`src/logic/mem_cache_pkg.sv`:
```
package mem_cache_pkg;

	// word and address widths shared by both ports
	localparam int WORD_W = 16;
	localparam int ADDR_W = 16;

	// four words per line, offset is the two low address bits
	localparam int LINE_WORDS = 4;
	localparam int OFFSET_W = $clog2(LINE_WORDS);

	// backing memory is reduced to 256 words, low eight address bits
	localparam int MEM_WORDS = 256;
	localparam int MEM_AW = $clog2(MEM_WORDS);

	typedef logic [WORD_W-1:0] word_t;
	typedef logic [ADDR_W-1:0] addr_t;

	// word 0 sits in the low bits
	typedef logic [LINE_WORDS-1:0][WORD_W-1:0] line_t;

endpackage
```
`src/logic/line_store.sv`:
```
`timescale 1ns/10ps

module line_store #(
	parameter int LINES = 8
) (
	input  logic                  clk,
	input  logic                  reset_n,
	input  mem_cache_pkg::addr_t  i_addr,
	input  mem_cache_pkg::word_t  i_wdata,
	input  logic                  i_word_re,
	input  logic                  i_word_we,
	input  logic                  i_fill,
	input  mem_cache_pkg::line_t  i_fill_line,
	output logic                  o_hit,
	output logic                  o_victim_dirty,
	output mem_cache_pkg::addr_t  o_victim_addr,
	output mem_cache_pkg::line_t  o_victim_line,
	output mem_cache_pkg::word_t  o_rdata
);

	localparam int OFF_W = mem_cache_pkg::OFFSET_W;
	localparam int INDEX_W = $clog2(LINES);
	localparam int TAG_W = mem_cache_pkg::ADDR_W - INDEX_W - OFF_W;

	logic [TAG_W-1:0] tag_q [LINES];
	logic [LINES-1:0] valid_q;
	logic [LINES-1:0] dirty_q;
	mem_cache_pkg::line_t data_q [LINES];

	logic [TAG_W-1:0] req_tag;
	logic [INDEX_W-1:0] req_index;
	logic [OFF_W-1:0] req_offset;

	// tag | index | offset
	assign req_tag = i_addr[mem_cache_pkg::ADDR_W-1 -: TAG_W];
	assign req_index = i_addr[OFF_W +: INDEX_W];
	assign req_offset = i_addr[OFF_W-1:0];

	assign o_hit = valid_q[req_index] && (tag_q[req_index] == req_tag);

	// the indexed line is the victim whenever the request misses
	assign o_victim_dirty = valid_q[req_index] && dirty_q[req_index];
	assign o_victim_addr = {tag_q[req_index], req_index, {OFF_W{1'b0}}};
	assign o_victim_line = data_q[req_index];

	always_ff @(posedge clk) begin
		if (!reset_n) begin
			valid_q <= '0;
			dirty_q <= '0;
			o_rdata <= '0;
		end else begin
			if (i_fill) begin
				valid_q[req_index] <= 1'b1;
				dirty_q[req_index] <= 1'b0;
			end else if (i_word_we) begin
				dirty_q[req_index] <= 1'b1;
			end
			if (i_word_re) begin
				o_rdata <= data_q[req_index][req_offset];
			end
		end
	end

	always_ff @(posedge clk) begin
		if (i_fill) begin
			tag_q[req_index] <= req_tag;
			data_q[req_index] <= i_fill_line;
		end else if (i_word_we) begin
			data_q[req_index][req_offset] <= i_wdata;
		end
	end

endmodule

```
`config.mk`:
```
export PLATFORM = sky130hd
export DESIGN_NAME = line_store
export DESIGN_NICKNAME = d
export VERILOG_FILES = /design/src/logic/mem_cache_pkg.sv /design/src/logic/line_store.sv
export SDC_FILE = /design/constraint.sdc
export NUM_CORES = 1
export LEC_CHECK = 0
export BUFFER_PORTS_ARGS = -buffer_cell sky130_fd_sc_hd__buf_2
export CORE_ASPECT_RATIO = 2
export CORE_MARGIN = 3
export CORE_UTILIZATION = 55
export DETAILED_ROUTE_END_ITERATION = 10
export PLACE_DENSITY = 0.74
export RECOVER_POWER = 100
export SYNTH_ARGS = -nofsm -noshare
export SYNTH_HDL_FRONTEND = slang
export SYNTH_SLANG_ARGS = --single-unit
```
`constraint.sdc`:
```
create_clock -name clk -period 3.7 [get_ports clk]
set_input_delay 0.37 -clock clk [delete_from_list [all_inputs] [get_ports clk]]
set_output_delay 0.37 -clock clk [all_outputs]
set_load 0.05 [all_outputs]
```
==> run metrics <==
routed via count=between 10000 and 15000; Clock transition at path regs=roughly 0.07 ns; reg-to-reg slack, setup=between 1.5 and 2 ns; Seq/Total Area, Yosys=between 70% and 80%; CTS sink cnt=632; cell count after synthesis=between 1000 and 1500; antenna violation net count after detailed routing=0; R2R cell count=5; unrepaired setup endpoints after global routing=no; TritonCTS clock tree=yes; asr flop ratio synth=0%; final max-slew violation count=0; Setup crit end kind=register; crit path from=i_addr[1]; worst skew pair latency=between 0.5 and 0.6 ns; placed cell areas=27600 µm²; worst hold endpoint=tag_q[6][7]; Clock Power Share=between 30% and 40%; critical-path cell list=clkbuf_1 -> inv_1 -> nor4b_4 -> clkbuf_1 -> mux2_1; commonest cells after routing, fill and taps aside=600 x edfxtp_1, 118 x clkbuf_1, 93 x mux4_2; Util after Layout=a little under two thirds; worst clock skew=0.0137 ns; 1st-pass router iterations=6; CP Class=in2reg; DR vias/cell=roughly 6.3; Net Sw Power=roughly 0.0038 W; CP Data Required Time=3.98 ns; CP dominant cell by count=clkbuf_1; number of distinct library cells after synthesis=between 60 and 70; routability cong.=between 0.8 and 0.9; P_int=about 0.012 W; Num CTS Buffers=52; fin crit share=a little over nine tenths; # Post-CTS Setup Buffers=0; Cell Area, Synth=25700 µm²; commonest non-fill, non-tap cell in the layout=edfxtp_1; initial core utilization=55.9%; Worst Hold Launch=i_addr[12]; full die area=between 40000 and 50000 µm²; htree depth=2; area grow syn2layout=13.4%; Layout Nets=1682; Detail Placement HPWL=between 40 and 50 mm; largest cells by area after synthesis=edfxtp_1 70%, mux4_2 8.2%, mux2_2 4.7%, dfxtp_1 2.5%, mux2i_1 2.3%; post-route cell area=29100 µm²; Rows=between 100 and 150; worst-path fanout max=16; outcome=complete, no violations; Max IR drop VDD=0.588 mV; CTS Root Cell=clkbuf_16; share of cells above drive strength 1=23.2%; #FFs+latches synth=~630; Hold Crit Depth=1; final WL=67.0 mm; worst slew pin tran=~1.3 ns; HP Class=in2reg; R2R Path End=o_rdata[12]; Clock Path Buffers=3; Synth area leader=edfxtp_1; WL/cell=between 20 and 30 µm; pwr/cell area=543 nW/µm²; CTS Hold Bufs=0; Yosys top cell area share=roughly 70%; Final TNS setup=0 ns; Reg power frac=51.8%; Mapped Avg Cell Area=approximately 19 µm²; crit start category=input port; initial antenna violation count=6; Finish-stage setup viols=0; Overflow after GRT=0; Reg-to-Reg Start=data_q[6][44]; port bufs=196; switching share of power=a little under a quarter; 1st-iter DRT viols=between 1500 and 2000; Die Y=312 µm; Post-CTS Resized=0; WP data arrival=3.75 ns; # DRC=0; Main synth FF type=edfxtp_1; number of global-route vias before repair=roughly 14000; clock period minus worst slack=~3.5 ns; Post-synth EDFFs=600; Top Ports=199; Final Hold Fails=0; max incr delay on CP=around 0.9 ns; first-pass GRT wire length=about 100 mm; Max Clock Freq=about 290 MHz; largest net degree at the start of global routing=58; Comb pwr share=10.5%; final hold slack=about 0.19 ns; Max Cap Viol=0; slowest cell on the critical path=clkbuf_1; LEAKAGE=9.78 nW; Die X=approximately 160 µm; Core ar.=around 46000 µm²; Rel. slew slack=~12%; YS warnings=0; Total GRT Usage=26.9%
[sequential cells by signal (all words and copies together), names as in the netlist, named ones only]
signal   cells
valid_q      8
tag_q       88
data_q     512
o_rdata     16
[worst max-delay path by stage]
stage | to | slack [ns] | depth (start not counted)
floorplan | o_hit | 0.002 | 9
global placement | o_rdata[6] | 0.27 | 9
detailed placement | o_rdata[12] | 0.21 | 9
CTS | o_hit | 0.42 | 7
global route | o_victim_line[62] | 0.19 | 6
finish | data_q[0][44] | 0.23 | 5
[area by class of cell]
type	instances	area, µm²
clock inverter	37	498
antenna	5	12.5
tap	621	777
inverter	6	22.5
fill	3235	16800
timing repair buffer	262	1290
clock buffer	59	1350
sequential	632	18700
multi-input combinational	627	6520
[per-stage QoR]
| step | setup slack (ns) | std cells | total power (W) |
|---|---|---|---|
| 6_report | 0.227 | 2249 | 0.0158 |
| 5_1_grt | 0.190 | 2244 | 0.0162 |
| 4_1_cts | 0.421 | 2244 | 0.0159 |
| 3_5_place_dp | 0.214 | 2148 | 0.0101 |
| 3_3_place_gp | 0.266 | 2148 | 0.0100 |
| 2_1_floorplan | 0.00222 | 1348 | 0.00945 |
[metal layers]
metal / routed length, µm / share of wire, % / track usage (%) / vias to the layer above
li1: - / - / - / 5965
met1: 23300 / 35 / 34.1 / 7267
met2: 33900 / 51 / 45.5 / 798
met3: 5620 / 8.4 / 4.23 / 157
met4: 4110 / 6.1 / 13.5 / 2
met5: 9 / 0.013 / 0 / -
[power groups by stage]
stage | Clock (W) | Sequential (W) | Combinational (W)
6_report | 0.00596 | 0.00820 | 0.00166
3_5_place_dp | 0 | 0.00835 | 0.00172
3_3_place_gp | 0 | 0.00833 | 0.00170
2_1_floorplan | 0 | 0.00837 | 0.00108
4_1_cts | 0.00601 | 0.00820 | 0.00173
5_1_grt | 0.00628 | 0.00822 | 0.00174
[critical path: cells and delay by family]
kind / cells / cell delay, ns
mux: 1 / 0.52
buf+inv: 3 / 2.43
simple gates: 1 / 0.39
[cells by family after synthesis]
kind of cell              after synthesis  synth area share [%]
AOI/OAI and AO/OA                     150                  4.40
xor gates and xnor gates                9                 0.307
buffers and inverters                  89                  2.28
DFF                                   632                  72.6
muxes                                 275                  16.8
other                                   1                0.0146
and+or+nand+nor                       191                  3.60
[synth_stat cells, types with 3 or more instances]
library cell	count
nor2b_1	7
mux2_2	107
nor3b_1	10
clkbuf_1	16
edfxtp_1	600
o22ai_1	6
mux4_2	93
nor4b_2	3
buf_6	11
buf_4	19
dfxtp_1	32
nand2b_1	9
and3_1	6
a21oi_1	10
o211ai_1	5
xnor2_1	8
mux4_1	16
o21a_1	9
mux2i_1	59
o21ai_0	26
buf_1	5
buf_8	3
nand2_1	68
a211oi_1	3
a22o_1	8
o211a_1	7
or3_1	3
inv_1	4
and2_1	7
a22oi_1	14
nor2_1	57
nor3_1	10
o22a_1	10
buf_2	25
a221oi_1	22
a31oi_1	7
o2111a_1	3
No activity file was read; power rests on OpenSTA's default activity.
