--- src/logic/miss_timer.sv ---
`timescale 1ns/10ps

module miss_timer #(
	parameter int MISS_LATENCY = 5
) (
	input  logic clk,
	input  logic reset_n,
	input  logic i_start,
	output logic o_done,
	output logic o_running
);

	localparam int CNT_W = $clog2(MISS_LATENCY + 1);

	logic [CNT_W-1:0] count_q;

	// a start while counting reloads, used to chain writeback into refill
	always_ff @(posedge clk) begin
		if (!reset_n) begin
			count_q <= '0;
		end else if (i_start) begin
			count_q <= CNT_W'(MISS_LATENCY);
		end else if (count_q != '0) begin
			count_q <= count_q - CNT_W'(1);
		end
	end

	assign o_running = (count_q != '0);

	// last cycle of the access
	assign o_done = (count_q == CNT_W'(1));

endmodule

--- config.mk ---
export PLATFORM = sky130hd
export DESIGN_NAME = miss_timer
export DESIGN_NICKNAME = d
export VERILOG_FILES = /design/src/logic/miss_timer.sv
export SDC_FILE = /design/constraint.sdc
export NUM_CORES = 1
export LEC_CHECK = 0
export CORE_AREA = 10 10 47 49
export CTS_CLUSTER_DIAMETER = 50
export CTS_CLUSTER_SIZE = 25
export DETAILED_ROUTE_END_ITERATION = 6
export DIE_AREA = 0 0 57 59
export DONT_BUFFER_PORTS = 1
export GPL_TIMING_DRIVEN = 0
export PLACE_DENSITY = 0.3
export SYNTH_ARGS = -nofsm -noshare
export SYNTH_HDL_FRONTEND = slang
export SYNTH_SLANG_ARGS = --single-unit
--- constraint.sdc ---
create_clock -name clk -period 1.7 [get_ports clk]
set_input_delay 0.085 -clock clk [delete_from_list [all_inputs] [get_ports clk]]
set_output_delay 0.085 -clock clk [all_outputs]
set_load 0.03 [all_outputs]
==> results_dict.tcl, run 1 <==
set metrics [dict create \
    status "finished clean" \
    port_buffers 0 \
    drtAntennaViolNets 0 \
    avgSynthCellArea_sq_um 10.40 \
    critPathMaxFanout 4 \
    drtIter0Drc 0 \
    antenna_cells 0 \
    ir_drop_v 0.0003235 \
    start_util_pct 14.11 \
    top_usage_layer "met4" \
    switching_share_pct 28.72 \
    fmax_mhz 784.3 \
    cts.repair.resized 0 \
    combPwrFrac_pct 24.5 \
    syn_to_final_growth_pct 33.54 \
    yosys.area.top_type_share_pct 30.38 \
    postCtsSetupBuffers 0 \
    startpoint_type "flop" \
    p_leak_nw 0.1058 \
    power_density_mw_per_mm2 1036 \
    clock_path_buffers 2 \
    vias 148 \
    crit_type "reg -> reg" \
    crit_family "flip-flops" \
    cap_viol_max_count 0 \
    finalHoldViolCount 0 \
    fin_crit_sh_pct 75.00 \
    critPathMaxStageDelay_ns 0.37 \
    synthesis.nets 25 \
    die-area_sq_mm 0.003363 \
    pwr-share-clk_pct 44.4 \
    dpl.hpwl_um 308.7 \
    largest_register_ff_count 3 \
    die_h_um 59 \
    intPower_mw 0.1949 \
    met1_usage_pct 2.830 \
    worstPathRequired_ns 1.83 \
    placed_area_sq_um 217.7 \
    synth_cell_types 11 \
    core-area_sq_mm 0.001401 \
    fill_cells 166 \
    cts_root_buf "clkbuf_4" \
    slew_headroom_pct 80.09 \
    worstHoldPathType "in -> reg" \
    drc 0 \
    yosysWarnings 0 \
    drive_gt1_share_pct 20.00 \
    reg_top3 "count_q x3" \
    design_area_sq_um 264.0 \
    dp_slack_ns 0.4228 \
    cts_max_level 1 \
    rsz0062_at_grt "false" \
    grt_max_degree 7 \
    grt_pass1_vias 146 \
    io_pins 5 \
    top_register "count_q" \
    yosysTopAreaCell "dfxtp_1" \
    synth-edff-count 0 \
    clkLatencyLatePin_ns 0.23 \
    seq_power_share_pct 31.1 \
    cts.sinks 3 \
    synth_area_leaders "dfxtp_1, ha_1, a2111oi_2" \
    antenna_found_initial 0 \
    cp_num_buf_inv 1 \
    totalWireLength_um 365 \
    grt_util_met3_pct 1.931 \
    ys.flop_type "dfxtp_1" \
    grt-ovfl-total 0 \
    tns_ns 0 \
    p_switching_mw 0.07853 \
    seq_area_frac_synth_pct 30.38 \
    wire_per_inst_um 8.902 \
    critical_path.cell_chain "inv_1, ha_1, nor3b_1, a2111oi_2" \
    setup_viol_count_final 0 \
    synthArstFlopShare_pct 0 \
    netlist_area_sq_um 197.7 \
    syn_inst 19 \
    timing.final.crit_period_ns 1.275 \
    clkTransAtPathRegs_ns 0.03 \
    power_mw 0.2734 \
    vias_per_cell 3.610 \
    chipWidth_um 57 \
    netlist_top_cells_count "dfxtp_1, ha_1, inv_1, nor2b_1, nor3b_1" \
    final.setup_skew_ns 0.0007887 \
    rows 14 \
    fin_nets 32 \
    numCtsBuffers 3 \
    worstMarginPinSlew_ns 0.2997 \
    slew_viol_final 0 \
    cts_tree "built" \
    grtUsageTotal_pct 2.629 \
    gp_congestion 0.6262 \
    grt_first_pass_wirelength_um 634 \
    grt_use_met2_pct 2.946 \
    ys_ff_latch 3 \
    critPathSlowestCell "dfxtp_1" \
    dr.pass1.iters 1 \
    endpoint_kind "flop" \
    fin_ws_ns 0.4250 \
    worstPathArrival_ns 1.40 \
]
==> layer usage <==
layer / vias to the layer above / part of all wire (%)
met3: 0 / 5.5
met1: 67 / 45
met4: 0 / 0
met2: 3 / 50
li1: 78 / -
met5: - / 0
==> cells by family after synthesis <==
logic type | synth area share (%)
AO/OA/AOI/OAI | 15.82
adder cells (fa/ha/maj) | 18.99
buffers and inverters | 5.696
flip-flops | 30.38
AND/OR/NAND/NOR | 29.11
==> final timing paths <==
check	endpoint	startpoint	slack (ns)	depth (start not counted)
worst max-delay path	count_q[1]	count_q[0]	0.42	4
worst min-delay path	count_q[1]	reset_n	0.01	2
worst max register to register	count_q[1]	count_q[0]	0.42	4
worst min register to register	count_q[0]	count_q[0]	0.63	2
==> per-stage QoR <==
step | hold slack, ns | instances | utilization, %
6_report | 0.01274 | 41 | 18.84
5_1_grt | 0.01208 | 41 | 18.84
4_1_cts | 0.008523 | 41 | 18.84
3_5_place_dp | 0.1641 | 35 | 15.54
3_3_place_gp | 0.1647 | 35 | 15.54
2_1_floorplan | 0.1610 | 19 | -
==> power by group through the flow <==
| stage | Clock (mW) | Sequential, mW | Combinational, mW |
|---|---|---|---|
| after floorplan | 0 | 0.0842 | 0.0568 |
| after global placement | 0 | 0.0870 | 0.0653 |
| after detailed placement | 0 | 0.0860 | 0.0644 |
| after CTS | 0.128 | 0.0850 | 0.0690 |
| after global routing | 0.139 | 0.0861 | 0.0747 |
| final | 0.121 | 0.0850 | 0.0671 |
==> cells in the final DEF, fill, tap and decap left out, drive strengths merged <==
| cell | count |
|---|---|
| ha | 3 |
| clkbuf | 4 |
| and2b | 1 |
| inv | 3 |
| o31a | 1 |
| nor4b | 1 |
| nand2b | 1 |
| dlygate4sd3 | 2 |
| nor2b | 2 |
| dfxtp | 3 |
| a211oi | 1 |
| a2111oi | 1 |
| nor3b | 2 |
==> timing repair <==
| action | 4_1_cts | 5_1_grt |
|---|---|---|
| endpoints found under the setup margin | 0 | 0 |
| hold endpoints to repair | 2 | 0 |
| hold buffers | 2 | 0 |
==> cell type report <==
type	instances	area, sq um	area share (%)
Clock buffer	4	26.28	9.953
Inverter	3	11.26	4.265
Multi-Input combinational cell	13	126.4	47.87
Tap cell	16	20.02	7.583
Timing Repair Buffer	2	20.02	7.583
Sequential cell	3	60.06	22.75
Power figures use the tool's default switching activity.
==> inputs of run 2 (changes only) <==
==> constraint.sdc (replaced) <==
create_clock -name clk -period 1.2 [get_ports clk]
set_input_delay 0.06 -clock clk [delete_from_list [all_inputs] [get_ports clk]]
set_output_delay 0.06 -clock clk [all_outputs]
set_load 0.03 [all_outputs]
==> results_dict.tcl, run 2 (synthesis gave the netlist of run 1 again) <==
set metrics [dict create \
    cts_tree "built" \
    layout_commonest_cell "clkbuf_4" \
    finish.utilization_pct 20.80 \
    critPathMaxFanout 4 \
    slew_viol_final 0 \
    numCtsBuffers 3 \
    startpoint_type "flop" \
    wl_met3_um 20 \
    grt-ovfl-total 0 \
    chipWidth_um 57 \
    placed_area_sq_um 217.7 \
    totalWireLength_um 413 \
    start_util_pct 14.11 \
    grt_pass1_vias 144 \
    clkTransAtPathRegs_ns 0.04 \
    antenna_cells 0 \
    port_buffers 0 \
    design_area_sq_um 291.5 \
    ir_drop_v 0.0004718 \
    grtUsageTotal_pct 2.543 \
    wire_per_inst_um 10.07 \
    reg_top3 "count_q x3" \
    drive_gt1_share_pct 40.00 \
    worstHoldPathType "in -> reg" \
    top_layer_used "met3" \
    fill_cells 164 \
    cts_max_level 1 \
    fin_crit_sh_pct 94.80 \
    endpoint_kind "flop" \
    timing.final.crit_period_ns 1.138 \
    rows 14 \
    crit_type "reg -> reg" \
    whs_ns 0.03540 \
    cap_viol_max_count 0 \
    grt_first_pass_wirelength_um 607 \
    gp_congestion 0.6262 \
    core-area_sq_mm 0.001401 \
    io_pins 5 \
    worstMarginPinSlew_ns 0.3685 \
    cts.sinks 3 \
    dpl.hpwl_um 308.7 \
    fin_nets 32 \
    antenna_found_initial 0 \
    finalHoldViolCount 0 \
    drtIter0Drc 1 \
    power_density_mw_per_mm2 1434 \
    vias_per_cell 3.707 \
    clock_path_buffers 2 \
    largest_register_ff_count 3 \
    grt_max_degree 7 \
    vias 152 \
    setup_viol_count_final 0 \
    worstPathRequired_ns 1.33 \
    cts_root_buf "clkbuf_4" \
    syn_to_final_growth_pct 47.47 \
    worstSetupStartpoint "count_q[0]" \
    worstPathArrival_ns 1.27 \
    final.setup_skew_ns 0.001215 \
    rr_startpoint "count_q[0]" \
    p_leak_nw 0.1067 \
    status "finished clean" \
    wl_met1_um 180 \
    die-area_sq_mm 0.003363 \
    dr.pass1.iters 2 \
    clkLatencyLatePin_ns 0.23 \
    top_register "count_q" \
    slew_headroom_pct 75.38 \
    drtAntennaViolNets 0 \
    drc 0 \
    hp-start "i_start" \
    die_h_um 59 \
    met2_length_um 212 \
    fmax_mhz 879.1 \
]
run 2: path summary, 6_finish.rpt:
kind,to,slack [ns],cells after the start
worst max-delay path,count_q[1],0.06,4
worst min-delay path,count_q[0],0.04,2
worst max register to register,count_q[1],0.06,4
worst min register to register,count_q[0],0.60,2
run 2: what timing repair did:
item,4_1_cts,5_1_grt
buffers inserted,0,0
resized for setup,3,4
endpoints found under the setup margin,1,3
endpoints found under the hold margin,3,0
hold buffers,2,0
run 2: area by class of cell:
cell class	instances	area (sq um)	area share, %
Clock buffer	4	26.28	9.013
Tap cell	16	20.02	6.867
Timing Repair Buffer	2	20.02	6.867
Sequential cell	3	61.31	21.03
Multi-Input combinational cell	13	152.6	52.36
Inverter	3	11.26	3.863
run 2: critical path: stages, from the launching register on:
cell	delay, ns
dfxtp_2	0.35
inv_2	0.06
ha_4	0.17
nor3b_1	0.16
a2111oi_4	0.30
run 2: routing by layer:
| metal | GRT usage, % | vias up |
|---|---|---|
| met5 | 0 | - |
| met4 | 3.020 | 0 |
| met3 | 1.931 | 0 |
| met2 | 2.791 | 3 |
| met1 | 2.712 | 69 |
| li1 | - | 80 |
run 2: through the flow:
stage                     cells  power (mW)  setup WS (ns)  setup TNS, ns
final                        41      0.4181        0.06243              0
after CTS                    41      0.4133        0.01284              0
after global placement       35      0.2157        -0.1123        -0.1123
after floorplan              19      0.1998       0.005825              0
after detailed placement     35      0.2131       -0.07718       -0.07718
after global routing         41      0.4561      -0.006240      -0.006240
run 2: where the power goes:
part           leakage [nW]  switching, mW  internal [mW]  total [mW]
registers            0.0251         0.0106          0.112       0.122
logic                0.0666         0.0661         0.0573       0.123
clock network        0.0150         0.0482          0.124       0.173
==> inputs of run 3 (changes only) <==
--- a/config.mk
+++ b/config.mk
@@ -11,8 +11,7 @@
 export DETAILED_ROUTE_END_ITERATION = 6
 export DIE_AREA = 0 0 57 59
 export DONT_BUFFER_PORTS = 1
-export GPL_TIMING_DRIVEN = 0
-export PLACE_DENSITY = 0.3
+export SLEW_MARGIN = 20
 export SYNTH_ARGS = -nofsm -noshare
 export SYNTH_HDL_FRONTEND = slang
 export SYNTH_SLANG_ARGS = --single-unit
==> results_dict.tcl, run 3 (synthesis gave the netlist of run 1 again) <==
set metrics [dict create \
    drtIter0Drc 0 \
    setup_viol_count_final 0 \
    fmax_mhz 883.6 \
    drc 0 \
    grt_first_pass_wirelength_um 793 \
    ir_drop_v 0.0006399 \
    grt_max_degree 7 \
    worstMarginPinSlew_ns 0.2650 \
    dp_slack_ns -0.01929 \
    numCtsBuffers 3 \
    slew_headroom_pct 82.08 \
    fin_crit_sh_pct 94.31 \
    crit_type "reg -> out" \
    gp_congestion 0.6514 \
    fin_ws_ns 0.06830 \
    clock_path_buffers 2 \
    wire_per_inst_um 10.59 \
    startpoint_type "flop" \
    antenna_found_initial 0 \
    critPathMaxFanout 3 \
    postCtsSetupBuffers 0 \
    core-area_sq_mm 0.001401 \
    grt-ovfl-total 0 \
    reg_top3 "count_q x3" \
    status "finished clean" \
    fin_nets 35 \
    start_util_pct 14.11 \
    cap_viol_max_count 0 \
    placed_area_sq_um 240.2 \
    chipWidth_um 57 \
    power_mw 0.4261 \
    cts_tree "built" \
    antenna_cells 0 \
    vias_per_cell 3.659 \
    design_area_sq_um 305.3 \
    largest_register_ff_count 3 \
    whs_ns 0.06120 \
    slew_viol_final 0 \
    io_pins 5 \
    clkLatencyLatePin_ns 0.23 \
    worstPathArrival_ns 1.07 \
    cts_root_buf "clkbuf_4" \
    grt_pass1_vias 180 \
    cts_max_level 1 \
    rsz0062_at_grt "false" \
    rows 14 \
    final.setup_skew_ns 0.001502 \
    vias 161 \
    power_density_mw_per_mm2 1396 \
    dr.pass1.iters 1 \
    port_buffers 0 \
    die_h_um 59 \
    drtAntennaViolNets 0 \
    worstHoldPathType "in -> reg" \
    clkTransAtPathRegs_ns 0.03 \
    die-area_sq_mm 0.003363 \
    cts.sinks 3 \
    finalHoldViolCount 0 \
    mostFrequentLayoutCells "clkbuf_4, buf_4" \
    worstPathRequired_ns 1.14 \
    endpoint_kind "output pin" \
    grtUsageTotal_pct 3.234 \
    drive_gt1_share_pct 50.00 \
    syn_to_final_growth_pct 54.43 \
    timing.final.crit_period_ns 1.132 \
    totalWireLength_um 466 \
    top_register "count_q" \
    p_leak_nw 0.1182 \
    finish.utilization_pct 21.79 \
]
[run 3: cell types whose count changed in the layout (fill, tap and decap cells not counted), sizes merged]
cell,change
buf,+3
[run 3: layout make-up]
type	count	area, sq um
Inverter	3	11.26
Multi-Input combinational cell	13	143.9
Clock buffer	4	26.28
Tap cell	16	20.02
Sequential cell	3	61.31
Fill cell	158	1096
Timing Repair Buffer	5	42.54
[run 3: metal layers]
| layer | wire [um] | vias to the layer above | GRT usage (%) |
|---|---|---|---|
| met1 | 207 | 72 | 2.834 |
| met3 | 34 | 0 | 2.575 |
| met4 | 0 | 0 | 3.691 |
| li1 | - | 84 | - |
| met5 | 0 | - | 0 |
| met2 | 223 | 5 | 4.341 |
[run 3: critical path: stages, from the launching register on]
cell     delay, ns
dfxtp_2       0.31
inv_2         0.08
buf_4         0.11
ha_2          0.14
and2b_4       0.21
[run 3: power by group]
group	internal, mW	switching [mW]
logic	0.0685	0.0665
clock network	0.124	0.0467
registers	0.111	0.00885
total	0.304	0.122
[run 3: final timing paths]
kind	start	endpoint	slack, ns	cells past startpoint
worst max-delay path	count_q[1]	o_done	0.07	4
worst max register to register	count_q[0]	count_q[2]	0.07	4
worst min register to register	count_q[1]	count_q[1]	0.62	3
worst min-delay path	i_start	count_q[0]	0.06	2
[run 3: timing repair]
| item | CTS | global route |
|---|---|---|
| pin swaps | 0 | 1 |
| gates resized for setup | 4 | 4 |
| endpoints found under the hold margin | 2 | 0 |
| hold buffers | 2 | 0 |
| setup endpoints to repair | 2 | 3 |
[run 3: per-stage QoR]
step	setup TNS, ns	cells
detailed placement	-0.01929	38
global route	0	44
global placement	0	38
CTS	0	44
finish	0	44
floorplan	0	19
