**config.mk**
```make
export PLATFORM = sky130hd
export DESIGN_NAME = cache_port_ctrl
export DESIGN_NICKNAME = d
export VERILOG_FILES = /design/src/logic/cache_port_ctrl.sv
export SDC_FILE = /design/constraint.sdc
export NUM_CORES = 1
export LEC_CHECK = 0
export ABC_AREA = 1
export BUFFER_PORTS_ARGS = -buffer_cell sky130_fd_sc_hd__clkbuf_2
export CORE_AREA = 2 2 39 41
export CTS_BUF_LIST = sky130_fd_sc_hd__clkbuf_8
export CTS_CLUSTER_SIZE = 40
export DETAILED_ROUTE_END_ITERATION = 10
export DIE_AREA = 0 0 41 43
export SYNTH_ARGS = -nofsm -noshare
export SYNTH_HDL_FRONTEND = slang
export SYNTH_SLANG_ARGS = --single-unit
```
**constraint.sdc**
```tcl
create_clock -name clk -period 1.3 [get_ports clk]
set_input_delay 0.13 -clock clk [delete_from_list [all_inputs] [get_ports clk]]
set_output_delay 0.13 -clock clk [all_outputs]
set_load 0.01 [all_outputs]
```
**src/logic/cache_port_ctrl.sv**
```systemverilog
`timescale 1ns/10ps

module cache_port_ctrl #(
	parameter bit WRITE_BACK = 1'b1
) (
	input  logic clk,
	input  logic reset_n,
	input  logic i_read,
	input  logic i_write,
	input  logic i_hit,
	input  logic i_victim_dirty,
	input  logic i_timer_done,
	output logic o_timer_start,
	output logic o_word_re,
	output logic o_word_we,
	output logic o_fill,
	output logic o_mem_we,
	output logic o_busy
);

	typedef enum logic [1:0] {
		IDLE,
		WRITEBACK,
		REFILL,
		RETRY
	} state_t;

	state_t state_q;
	state_t state_d;
	logic req_write;
	logic req_any;
	logic busy_q;

	// read-only port never sees a write, whatever sits on i_write
	assign req_write = WRITE_BACK && i_write;
	assign req_any = i_read || req_write;

	always_comb begin
		state_d = state_q;
		o_timer_start = 1'b0;
		o_word_re = 1'b0;
		o_word_we = 1'b0;
		o_fill = 1'b0;
		o_mem_we = 1'b0;
		case (state_q)
			IDLE: begin
				if (req_any && i_hit) begin
					o_word_re = i_read;
					o_word_we = req_write;
				end else if (req_any) begin
					o_timer_start = 1'b1;
					if (WRITE_BACK && i_victim_dirty) begin
						state_d = WRITEBACK;
					end else begin
						state_d = REFILL;
					end
				end
			end
			WRITEBACK: begin
				// victim goes out, then the same timer runs again for the refill
				if (i_timer_done) begin
					o_mem_we = 1'b1;
					o_timer_start = 1'b1;
					state_d = REFILL;
				end
			end
			REFILL: begin
				if (i_timer_done) begin
					o_fill = 1'b1;
					state_d = RETRY;
				end
			end
			RETRY: begin
				// the held request hits on the freshly filled line
				if (req_any && i_hit) begin
					o_word_re = i_read;
					o_word_we = req_write;
				end
				state_d = IDLE;
			end
			default: begin
				state_d = IDLE;
			end
		endcase
	end

	always_ff @(posedge clk) begin
		if (!reset_n) begin
			state_q <= IDLE;
			busy_q <= 1'b0;
		end else begin
			state_q <= state_d;
			// busy covers the memory access only, it drops on the fill edge
			busy_q <= (state_d == WRITEBACK) || (state_d == REFILL);
		end
	end

	assign o_busy = busy_q;

endmodule

```
==> results of run 1 <==
## metrics by stage
step,util,setup slack [ns]
finish,0.348,0.0701
detailed placement,0.280,0.0318
global route,0.348,-0.00963
global placement,0.280,0.0389
CTS,0.336,0.00976
floorplan,-,0.0707
## metal layers
metal  track usage  vias to the layer above  routed length, µm
li1              -                      175                  -
met1        0.0863                      140                262
met2         0.131                        6                352
met3        0.0157                        0                 18
met4        0.0600                        0                  0
met5             0                        -                  0
## logic make-up (layout without fill, tap and decap cells)
kind of cell / after synthesis / after routing / synth area share
buffers and inverters: 11 / 31 / 0.145
adders and majority gates: 4 / 4 / 0.175
and+or+nand+nor: 25 / 25 / 0.404
DFF: 3 / 3 / 0.211
AOI/OAI and AO/OA: 3 / 3 / 0.0658
## worst max-delay path: cells and delay by family (launching register included)
| family | cells | cell delay, ns |
|---|---|---|
| compound gates | 1 | 0.05 |
| simple gates | 1 | 0.05 |
| flops | 1 | 0.34 |
| fa+ha+maj | 1 | 0.16 |
| buf+inv | 3 | 0.29 |
## area by class of cell
type / instances / area share
Multi-Input combinational cell: 32 / 0.449
Inverter: 11 / 0.0909
Tap cell: 16 / 0.0416
Sequential cell: 3 / 0.130
Clock buffer: 3 / 0.0857
Timing Repair Buffer: 16 / 0.195
Clock inverter: 1 / 0.00779
## how the worst min path moves through the flow
| stage | from | cells past startpoint | slack, ns | endpoint |
|---|---|---|---|---|
| 2_1_floorplan | reset_n | 2 | 0.26 | state_q[1]$_SDFF_PN0_ |
| 3_3_place_gp | reset_n | 3 | 0.37 | o_busy$_SDFF_PN0_ |
| 3_5_place_dp | reset_n | 3 | 0.37 | o_busy$_SDFF_PN0_ |
| 4_1_cts | reset_n | 3 | 0.15 | o_busy$_SDFF_PN0_ |
| 5_1_grt | reset_n | 3 | 0.16 | state_q[0]$_SDFF_PN0_ |
| 6_report | reset_n | 3 | 0.15 | o_busy$_SDFF_PN0_ |
## synth_stat cells (all sizes together)
library cell  count  share of area
inv              11           0.14
dfxtp             3           0.21
nand3             3          0.070
nand2            15           0.22
nor3              2          0.035
o21ai             3          0.066
ha                4           0.18
nor2              5          0.075
## what timing repair did
item                                    in CTS  in global routing
pin swaps                                    0                  3
endpoints found under the setup margin       3                  5
hold buffers                                 0                  0
setup buffers                                1                  0
resized for setup                            7                 10
## registers in the layout (all words and copies together), names as in the netlist
signal   flops
o_busy       1
state_q      2
## power breakdown
group,switching (µW),total (µW),internal (µW)
logic,334,631,297
clock network,62.9,264,201
registers,21.8,158,136
## cell usage in the layout (no fill, tap or decap), drive strengths merged
master  count
o21ai       3
buf         7
ha          4
nor2        5
nor3        2
dfxtp       3
clkbuf     12
nand3       3
nand2      15
inv        12
==> summary.md, run 1 <==
| Metric | Value |
|---|---|
| Pwr per Cell Area | `2190 nW/µm²` |
| Max-Cap Viols | `0` |
| CP Data Required Time | `1.17 ns` |
| PortBufs | `12` |
| DR iter-0 viols | `4` |
| Placed Cells | `77` |
| Clock slew at reported path FFs | `0.03 ns` |
| Pins Over Slew Limit | `0` |
| Critical path endpoint | `o_timer_start` |
| Worst-path cell chain | `inv_4 -> buf_6 -> ha_2 -> nand2_2 -> o21ai_1 -> buf_2` |
| Final min period | `1.23 ns` |
| Final instance area | `482 µm²` |
| Synth Register Bits | `3` |
| Cell Rows | `14` |
| Ys Warns | `0` |
| RePlAce Congestion | `0.703` |
| GRT Util Overall | `0.0812` |
| Register area | `62.6 µm²` |
| Worst clock skew | `0.00152 ns` |
| CTS Buffer Depth | `2` |
| Sequential area share after synthesis | `0.211` |
| Worst Hold Margin | `0.149 ns` |
| CORE AREA | `1380 µm²` |
| Worst reg2reg path startpoint | `state_q[1]$_SDFF_PN0_` |
| Die Span Y | `43 µm` |
| Syn Inst Count | `46` |
| R2R depth | `10` |
| Reg-to-reg slack, setup | `0.10 ns` |
| Fmax | `813 MHz` |
| Slowest Stage Delay on Critical Path | `0.34 ns` |
| Number of global-route vias before repair | `282` |
| Multi-input logic area | `216 µm²` |
| Kind of critical path | `reg -> out` |
| P&R area growth vs syn | `68.9%` |
| Residual DRC | `0` |
| Routed Antenna Nets | `0` |
| Grt ovf | `0` |
| Die width | `41 µm` |
| Inserted Diodes | `0` |
| Power, Total | `1050 µW` |
| Unrepaired setup endpoints after global routing | `true` |
| Avg Vias per Cell | `3.91` |
| Post-route insts no fill | `82` |
| Share of layout cells above drive strength 1 | `0.591` |
| Sink Count | `3` |
| Vias | `321` |
| Mapped Nets | `57` |
| Leakage | `0.000277 µW` |
| CP Launch Type | `flop` |
| DR pass1 iterations | `4` |
| Final Hold Vio Count | `0` |
| Post-Route WL | `634 µm` |
| Slowest cell on the critical path | `dfxtp_2` |
| H-Tree Level Count | `1` |
| R2R Path End | `o_busy$_SDFF_PN0_` |
| # setup viols final | `0` |
| CTS tree | `built` |
| Global-route wire length before repair | `966 µm` |
| Slew headroom | `0.896` |
| Max FO, Critical Path | `3` |
| CTS Buf Count | `3` |
| Initial antenna violation count | `0` |
| I/O pin total | `13` |
| Tcrit/Tclk final | `0.946` |
| Post-DP Area | `388 µm²` |
| Peak supply drop | `0.631 mV` |
| Largest net degree at the start of global routing | `5` |
| Syn Area/Cell | `6.20 µm²` |
| Critical Path AT | `1.10 ns` |
| Setup_tns | `0 ns` |
| Fill cells | `153` |
| Routed WL per cell | `7.73 µm` |
| DIE AREA | `1760 µm²` |
| Worst skew pair latency | `0.21 ns` |
| Final nets | `78` |
| Initial Util | `0.206` |
| Tightest Pin Transition | `0.156 ns` |
| Worst Setup End Kind | `output pin` |
| Outcome | `finished clean` |
| Hold crit path type | `in -> reg` |
| Netlist cell types | `13` |
| Root buf cell | `clkbuf_8` |
| Crit path from | `state_q[1]$_SDFF_PN0_` |
| Detailed placement HPWL | `478 µm` |
| Cell area after synthesis | `285 µm²` |
Note: power is estimated with default switching activity, not from simulation.
==> run 2, diff against run 1 <==
--- a/config.mk
+++ b/config.mk
@@ -7,11 +7,14 @@
 export LEC_CHECK = 0
 export ABC_AREA = 1
 export BUFFER_PORTS_ARGS = -buffer_cell sky130_fd_sc_hd__clkbuf_2
-export CORE_AREA = 2 2 39 41
+export CELL_PAD_IN_SITES_DETAIL_PLACEMENT = 0
+export CELL_PAD_IN_SITES_GLOBAL_PLACEMENT = 2
+export CORE_MARGIN = 2
+export CORE_UTILIZATION = 20
 export CTS_BUF_LIST = sky130_fd_sc_hd__clkbuf_8
 export CTS_CLUSTER_SIZE = 40
 export DETAILED_ROUTE_END_ITERATION = 10
-export DIE_AREA = 0 0 41 43
+export PLACE_DENSITY_LB_ADDON = 0.1
 export SYNTH_ARGS = -nofsm -noshare
 export SYNTH_HDL_FRONTEND = slang
 export SYNTH_SLANG_ARGS = --single-unit
==> run 2 against run 1 <==
First-iteration DRC count shrank 100%. Clock power shrank 2%. Power shrank 6.0%. Routed wire length shrank 2.4%. Flip-flop and latch count is the same. Register-to-register slack gained 0.02 ns. Count of clock-buffer cells in the layout is the same. Sequential share of layout area grew 0.71 points. Highest routed layer is now met4.
==> summary.md, run 2 (synthesized netlist as in run 1, its figures left out) <==
| Metric | Value |
|---|---|
| Worst reg2reg path startpoint | `state_q[0]$_SDFF_PN0_` |
| Initial antenna violation count | `0` |
| Share of layout cells above drive strength 1 | `0.547` |
| Leakage | `0.000267 µW` |
| Avg Vias per Cell | `3.96` |
| Routed WL per cell | `7.84 µm` |
| Slowest cell on the critical path | `dfxtp_2` |
| CTS Buf Count | `3` |
| Fill cells | `152` |
| Vias | `313` |
| Routed Antenna Nets | `0` |
| Power, Total | `990 µW` |
| Hold crit path type | `in -> reg` |
| Kind of critical path | `reg -> out` |
| Pre-CTS setup slack | `0.0216 ns` |
| Post-CTS Repair Setup Buffers | `0` |
| Slew headroom | `0.889` |
| Peak supply drop | `0.524 mV` |
| Grt ovf | `0` |
| Die width | `41.8 µm` |
| Final instance area | `457 µm²` |
| Max-Cap Viols | `0` |
| Die Span Y | `41.8 µm` |
| Root buf cell | `clkbuf_8` |
| Cell Rows | `13` |
| Sink Count | `3` |
| Inserted Diodes | `0` |
| Top reg by flops | `state_q` |
| Worst Setup End Kind | `output pin` |
| Detailed placement HPWL | `511 µm` |
| Worst hold endpoint | `state_q[1]$_SDFF_PN0_` |
| Tightest Pin Transition | `0.167 ns` |
| H-Tree Level Count | `1` |
| Outcome | `finished clean` |
| DR iter-0 viols | `0` |
| Final nets | `76` |
| Seq pwr share | `0.161` |
| Post-DP Area | `379 µm²` |
| CTS Buffer Depth | `2` |
| Unrepaired setup endpoints after global routing | `true` |
| Reg-to-reg slack, setup | `0.12 ns` |
| Pins Over Slew Limit | `0` |
| Post-Route WL | `619 µm` |
| Final Hold Vio Count | `0` |
| Final min period | `1.24 ns` |
| Int Pwr | `591 µW` |
| R2R depth | `10` |
| Largest register FFs | `2` |
| Tcrit/Tclk final | `0.952` |
| Hold Path Stages | `3` |
| Most common cell after layout, fill and taps aside | `nand2_1` |
| R2R Path End | `o_busy$_SDFF_PN0_` |
| P&R area growth vs syn | `60.1%` |
| I/O pin total | `13` |
| Critical Path AT | `1.11 ns` |
| Initial Util | `0.217` |
| Combinational Power Share | `0.576` |
| Clock slew at reported path FFs | `0.03 ns` |
| # setup viols final | `0` |
| Setup ws final | `0.0625 ns` |
| Sw frac | `0.403` |
| Worst skew pair latency | `0.21 ns` |
| Number of global-route vias before repair | `298` |
| Worst-path cell chain | `buf_4 -> ha_1 -> nand2_1 -> o21ai_0 -> buf_2` |
| Largest net degree at the start of global routing | `5` |
| Net load switching power | `399 µW` |
| CP Data Required Time | `1.17 ns` |
| DIE AREA | `1740 µm²` |
| Fmax | `808 MHz` |
| Post-Route Utilization | `0.347` |
| Most frequent cells in the layout | `nand2_1 (12), clkbuf_2 (9), inv_1 (7), inv_2 (4)` |
| CTS Hold Buffers Added | `0` |
| Slowest Stage Delay on Critical Path | `0.31 ns` |
| Residual DRC | `0` |
| CP Launch Type | `flop` |
| CORE AREA | `1320 µm²` |
| Max FO, Critical Path | `3` |
| GRT Util Overall | `0.0920` |
| CTS tree | `built` |
| Global-route wire length before repair | `1.17 mm` |
| DR pass1 iterations | `1` |
| Pwr per Cell Area | `2170 nW/µm²` |
| Worst Hold Margin | `0.148 ns` |
| PortBufs | `12` |
| RePlAce Congestion | `0.671` |
| Clock network fraction of design power | `0.262` |
| Worst clock skew | `0.00116 ns` |
| Hold_sp | `reset_n` |
## run 2: how the worst max path moves through the flow
stage,startpoint,end,cells after the start
4_1_cts,state_q[1]$_SDFF_PN0_,o_word_re,4
5_1_grt,state_q[0]$_SDFF_PN0_,o_busy$_SDFF_PN0_,10
2_1_floorplan,state_q[0]$_SDFF_PN0_,o_busy$_SDFF_PN0_,10
3_3_place_gp,state_q[0]$_SDFF_PN0_,o_busy$_SDFF_PN0_,10
6_report,state_q[0]$_SDFF_PN0_,o_timer_start,5
3_5_place_dp,state_q[1]$_SDFF_PN0_,o_busy$_SDFF_PN0_,10
## run 2: critical path, delay by kind of cell (launching register included)
family                     cells  cell delay, ns
adders and majority gates      1            0.18
AOI/OAI and AO/OA              1            0.07
DFF                            1            0.31
and+or+nand+nor                1            0.06
buffers and inverters          2            0.28
## run 2: layout make-up
cell class	instances	area [µm²]	area share
Clock inverter	1	3.75	0.00822
Sequential cell	3	62.6	0.137
Clock buffer	3	41.3	0.0904
Multi-Input combinational cell	32	211	0.463
Tap cell	15	18.8	0.0411
Inverter	11	43.8	0.0959
Timing Repair Buffer	14	75.1	0.164
## run 2: through the flow
| stage | cells | setup TNS (ns) |
|---|---|---|
| after detailed placement | 75 | 0 |
| after global placement | 75 | 0 |
| after CTS | 79 | 0 |
| final | 79 | 0 |
| after global routing | 79 | -0.00261 |
| after floorplan | 46 | 0 |
## run 2: layer usage
metal  GRT usage  vias to the layer above  share of wire
met2       0.119                        9           0.46
li1            -                      172              -
met4      0.0774                        0          0.021
met1      0.0987                      130           0.45
met3      0.0652                        2          0.066
met5           0                        -              0
## run 2: power by group through the flow
stage,sequential [µW],clock [µW],combinational [µW]
5_1_grt,163,280,653
2_1_floorplan,158,0,333
3_5_place_dp,147,0,507
3_3_place_gp,146,0,526
6_report,160,260,571
4_1_cts,155,267,566
## run 2: what timing repair did
action / in CTS / in global routing
pin swaps: 0 / 3
gates resized for setup: 7 / 6
setup endpoints to repair: 3 / 4
==> run 3, diff against run 2 <==
--- a/config.mk
+++ b/config.mk
@@ -9,11 +9,11 @@
 export BUFFER_PORTS_ARGS = -buffer_cell sky130_fd_sc_hd__clkbuf_2
 export CELL_PAD_IN_SITES_DETAIL_PLACEMENT = 0
 export CELL_PAD_IN_SITES_GLOBAL_PLACEMENT = 2
-export CORE_MARGIN = 2
-export CORE_UTILIZATION = 20
+export CORE_AREA = 2 2 39 41
 export CTS_BUF_LIST = sky130_fd_sc_hd__clkbuf_8
 export CTS_CLUSTER_SIZE = 40
 export DETAILED_ROUTE_END_ITERATION = 10
+export DIE_AREA = 0 0 41 43
 export PLACE_DENSITY_LB_ADDON = 0.1
 export SYNTH_ARGS = -nofsm -noshare
 export SYNTH_HDL_FRONTEND = slang
==> constraint.sdc (replaced) <==
create_clock -name clk -period 1.5 [get_ports clk]
set_input_delay 0.15 -clock clk [delete_from_list [all_inputs] [get_ports clk]]
set_output_delay 0.15 -clock clk [all_outputs]
set_load 0.01 [all_outputs]
==> run 3 against run 2 <==
Cell count down 1.3%. Clock skew about the same. Critical path depth down 1. Global-route usage down 1.3 points. Register-to-register slack better by 0.09 ns. Combinational power down 23%. Power down 19%. Non-clock buffer count down 2. Largest cell class unchanged. Largest power group unchanged.
==> summary.md, run 3 (synthesized netlist as in run 1, its figures left out) <==
| Metric | Value |
|---|---|
| Final Hold Vio Count | `0` |
| H-Tree Level Count | `1` |
| Clock slew at reported path FFs | `0.03 ns` |
| Fmax | `729 MHz` |
| PortBufs | `12` |
| Global-route wire length before repair | `897 µm` |
| Routed Antenna Nets | `0` |
| Critical path endpoint | `o_word_re` |
| Tightest Pin Transition | `0.172 ns` |
| Reg-to-reg slack, setup | `0.21 ns` |
| Inserted Diodes | `0` |
| CORE AREA | `1380 µm²` |
| Root buf cell | `clkbuf_8` |
| Slew headroom | `0.885` |
| Top reg by flops | `state_q` |
| Worst clock skew | `0.00110 ns` |
| Unrepaired setup endpoints after global routing | `false` |
| # setup viols final | `0` |
| Die width | `41 µm` |
| CTS Buffer Depth | `2` |
| Die Span Y | `43 µm` |
| Final nets | `74` |
| Post-route insts no fill | `78` |
| Post-CTS Repair Setup Buffers | `0` |
| GRT Util Overall | `0.0792` |
| Worst reg2reg path startpoint | `state_q[0]$_SDFF_PN0_` |
| Routed WL per cell | `7.67 µm` |
| Kind of critical path | `reg -> out` |
| Final min period | `1.37 ns` |
| Hold crit path type | `in -> reg` |
| CP Data Required Time | `1.35 ns` |
| Outcome | `finished clean` |
| Pwr per Cell Area | `1840 nW/µm²` |
| DIE AREA | `1760 µm²` |
| CTS tree | `built` |
| Peak supply drop | `0.551 mV` |
| Share of layout cells above drive strength 1 | `0.452` |
| Crit path from | `state_q[1]$_SDFF_PN0_` |
| Worst skew pair latency | `0.21 ns` |
| Worst Setup End Kind | `output pin` |
| Residual DRC | `0` |
| Cell Rows | `14` |
| Number of global-route vias before repair | `257` |
| CTS Buf Count | `3` |
| Pins Over Slew Limit | `0` |
| I/O pin total | `13` |
| Vias | `304` |
| Largest register FFs | `2` |
| Largest net degree at the start of global routing | `5` |
| RePlAce Congestion | `0.556` |
| Placed Cells | `74` |
| Post-Route WL | `598 µm` |
| Max FO, Critical Path | `4` |
| Avg Vias per Cell | `3.90` |
| CP Launch Type | `flop` |
| Setup_tns | `0 ns` |
| Leakage | `0.000258 µW` |
| Grt ovf | `0` |
| Initial antenna violation count | `0` |
| Critical Path AT | `1.22 ns` |
| DR pass1 iterations | `2` |
| Detailed placement HPWL | `519 µm` |
| Fill cells | `171` |
| Initial Util | `0.206` |
| Max-Cap Viols | `0` |
| DR iter-0 viols | `2` |
| Most frequent cells in the layout | `nand2_1 (12), clkbuf_2 (12), inv_1 (9), nor2_1 (4)` |
| Sink Count | `3` |
| Tcrit/Tclk final | `0.915` |
| P&R area growth vs syn | `52.2%` |
| R2R depth | `10` |
| R2R Path End | `o_busy$_SDFF_PN0_` |
run 3: cell count changes in the layout (fill, tap and decap cells not counted), sizes merged:
cell	change
buf	-5
clkbuf	+3
run 3: what timing repair did:
item,CTS,global route
hold buffers,0,0
gates resized for setup,1,3
setup endpoints to repair,2,3
run 3: worst min path at each step:
stage,from,endpoint,cells past startpoint
5_1_grt,reset_n,o_busy$_SDFF_PN0_,3
4_1_cts,reset_n,o_busy$_SDFF_PN0_,3
2_1_floorplan,reset_n,state_q[1]$_SDFF_PN0_,2
3_5_place_dp,reset_n,o_busy$_SDFF_PN0_,3
6_report,reset_n,o_busy$_SDFF_PN0_,3
3_3_place_gp,reset_n,o_busy$_SDFF_PN0_,3
run 3: final cells by class:
| cell class | instances | area, µm² | area share |
|---|---|---|---|
| clock buffer | 3 | 41.3 | 0.0951 |
| clock inverter | 1 | 3.75 | 0.00865 |
| inverter | 11 | 41.3 | 0.0951 |
| multi-input combinational | 32 | 206 | 0.476 |
| sequential | 3 | 61.3 | 0.141 |
| tap | 16 | 20.0 | 0.0461 |
| timing repair buffer | 12 | 60.1 | 0.138 |
run 3: metrics by stage:
step | power [µW] | setup slack, ns | instance area (µm²) | utilization | hold WS, ns
after detailed placement | 529 | 0.161 | 365 | 0.264 | 0.393
after floorplan | 426 | 0.271 | 285 | - | 0.284
after CTS | 761 | 0.0265 | 412 | 0.297 | 0.170
after global placement | 550 | 0.101 | 365 | 0.264 | 0.390
after global routing | 884 | 0.0607 | 434 | 0.314 | 0.192
final | 800 | 0.128 | 434 | 0.314 | 0.170
run 3: metal layers:
metal	global-route usage	share of wire	routed length, µm	vias to the layer above
met5	0	0	0	-
met4	0.0600	0	0	0
met3	0.0314	0.079	47	0
met2	0.116	0.51	304	8
met1	0.0863	0.41	247	128
li1	-	-	-	168
run 3: where the power goes:
| group | switching [µW] | total [µW] | internal, µW |
|---|---|---|---|
| clock | 48.7 | 222 | 174 |
| combinational | 255 | 440 | 185 |
| sequential | 21.3 | 137 | 116 |
run 3: worst max-delay path, stage by stage, from the launching register on:
cell and delay [ns]:
dfxtp_1 0.31, inv_1 0.15, ha_4 0.23, nor3_2 0.16, clkbuf_2 0.15
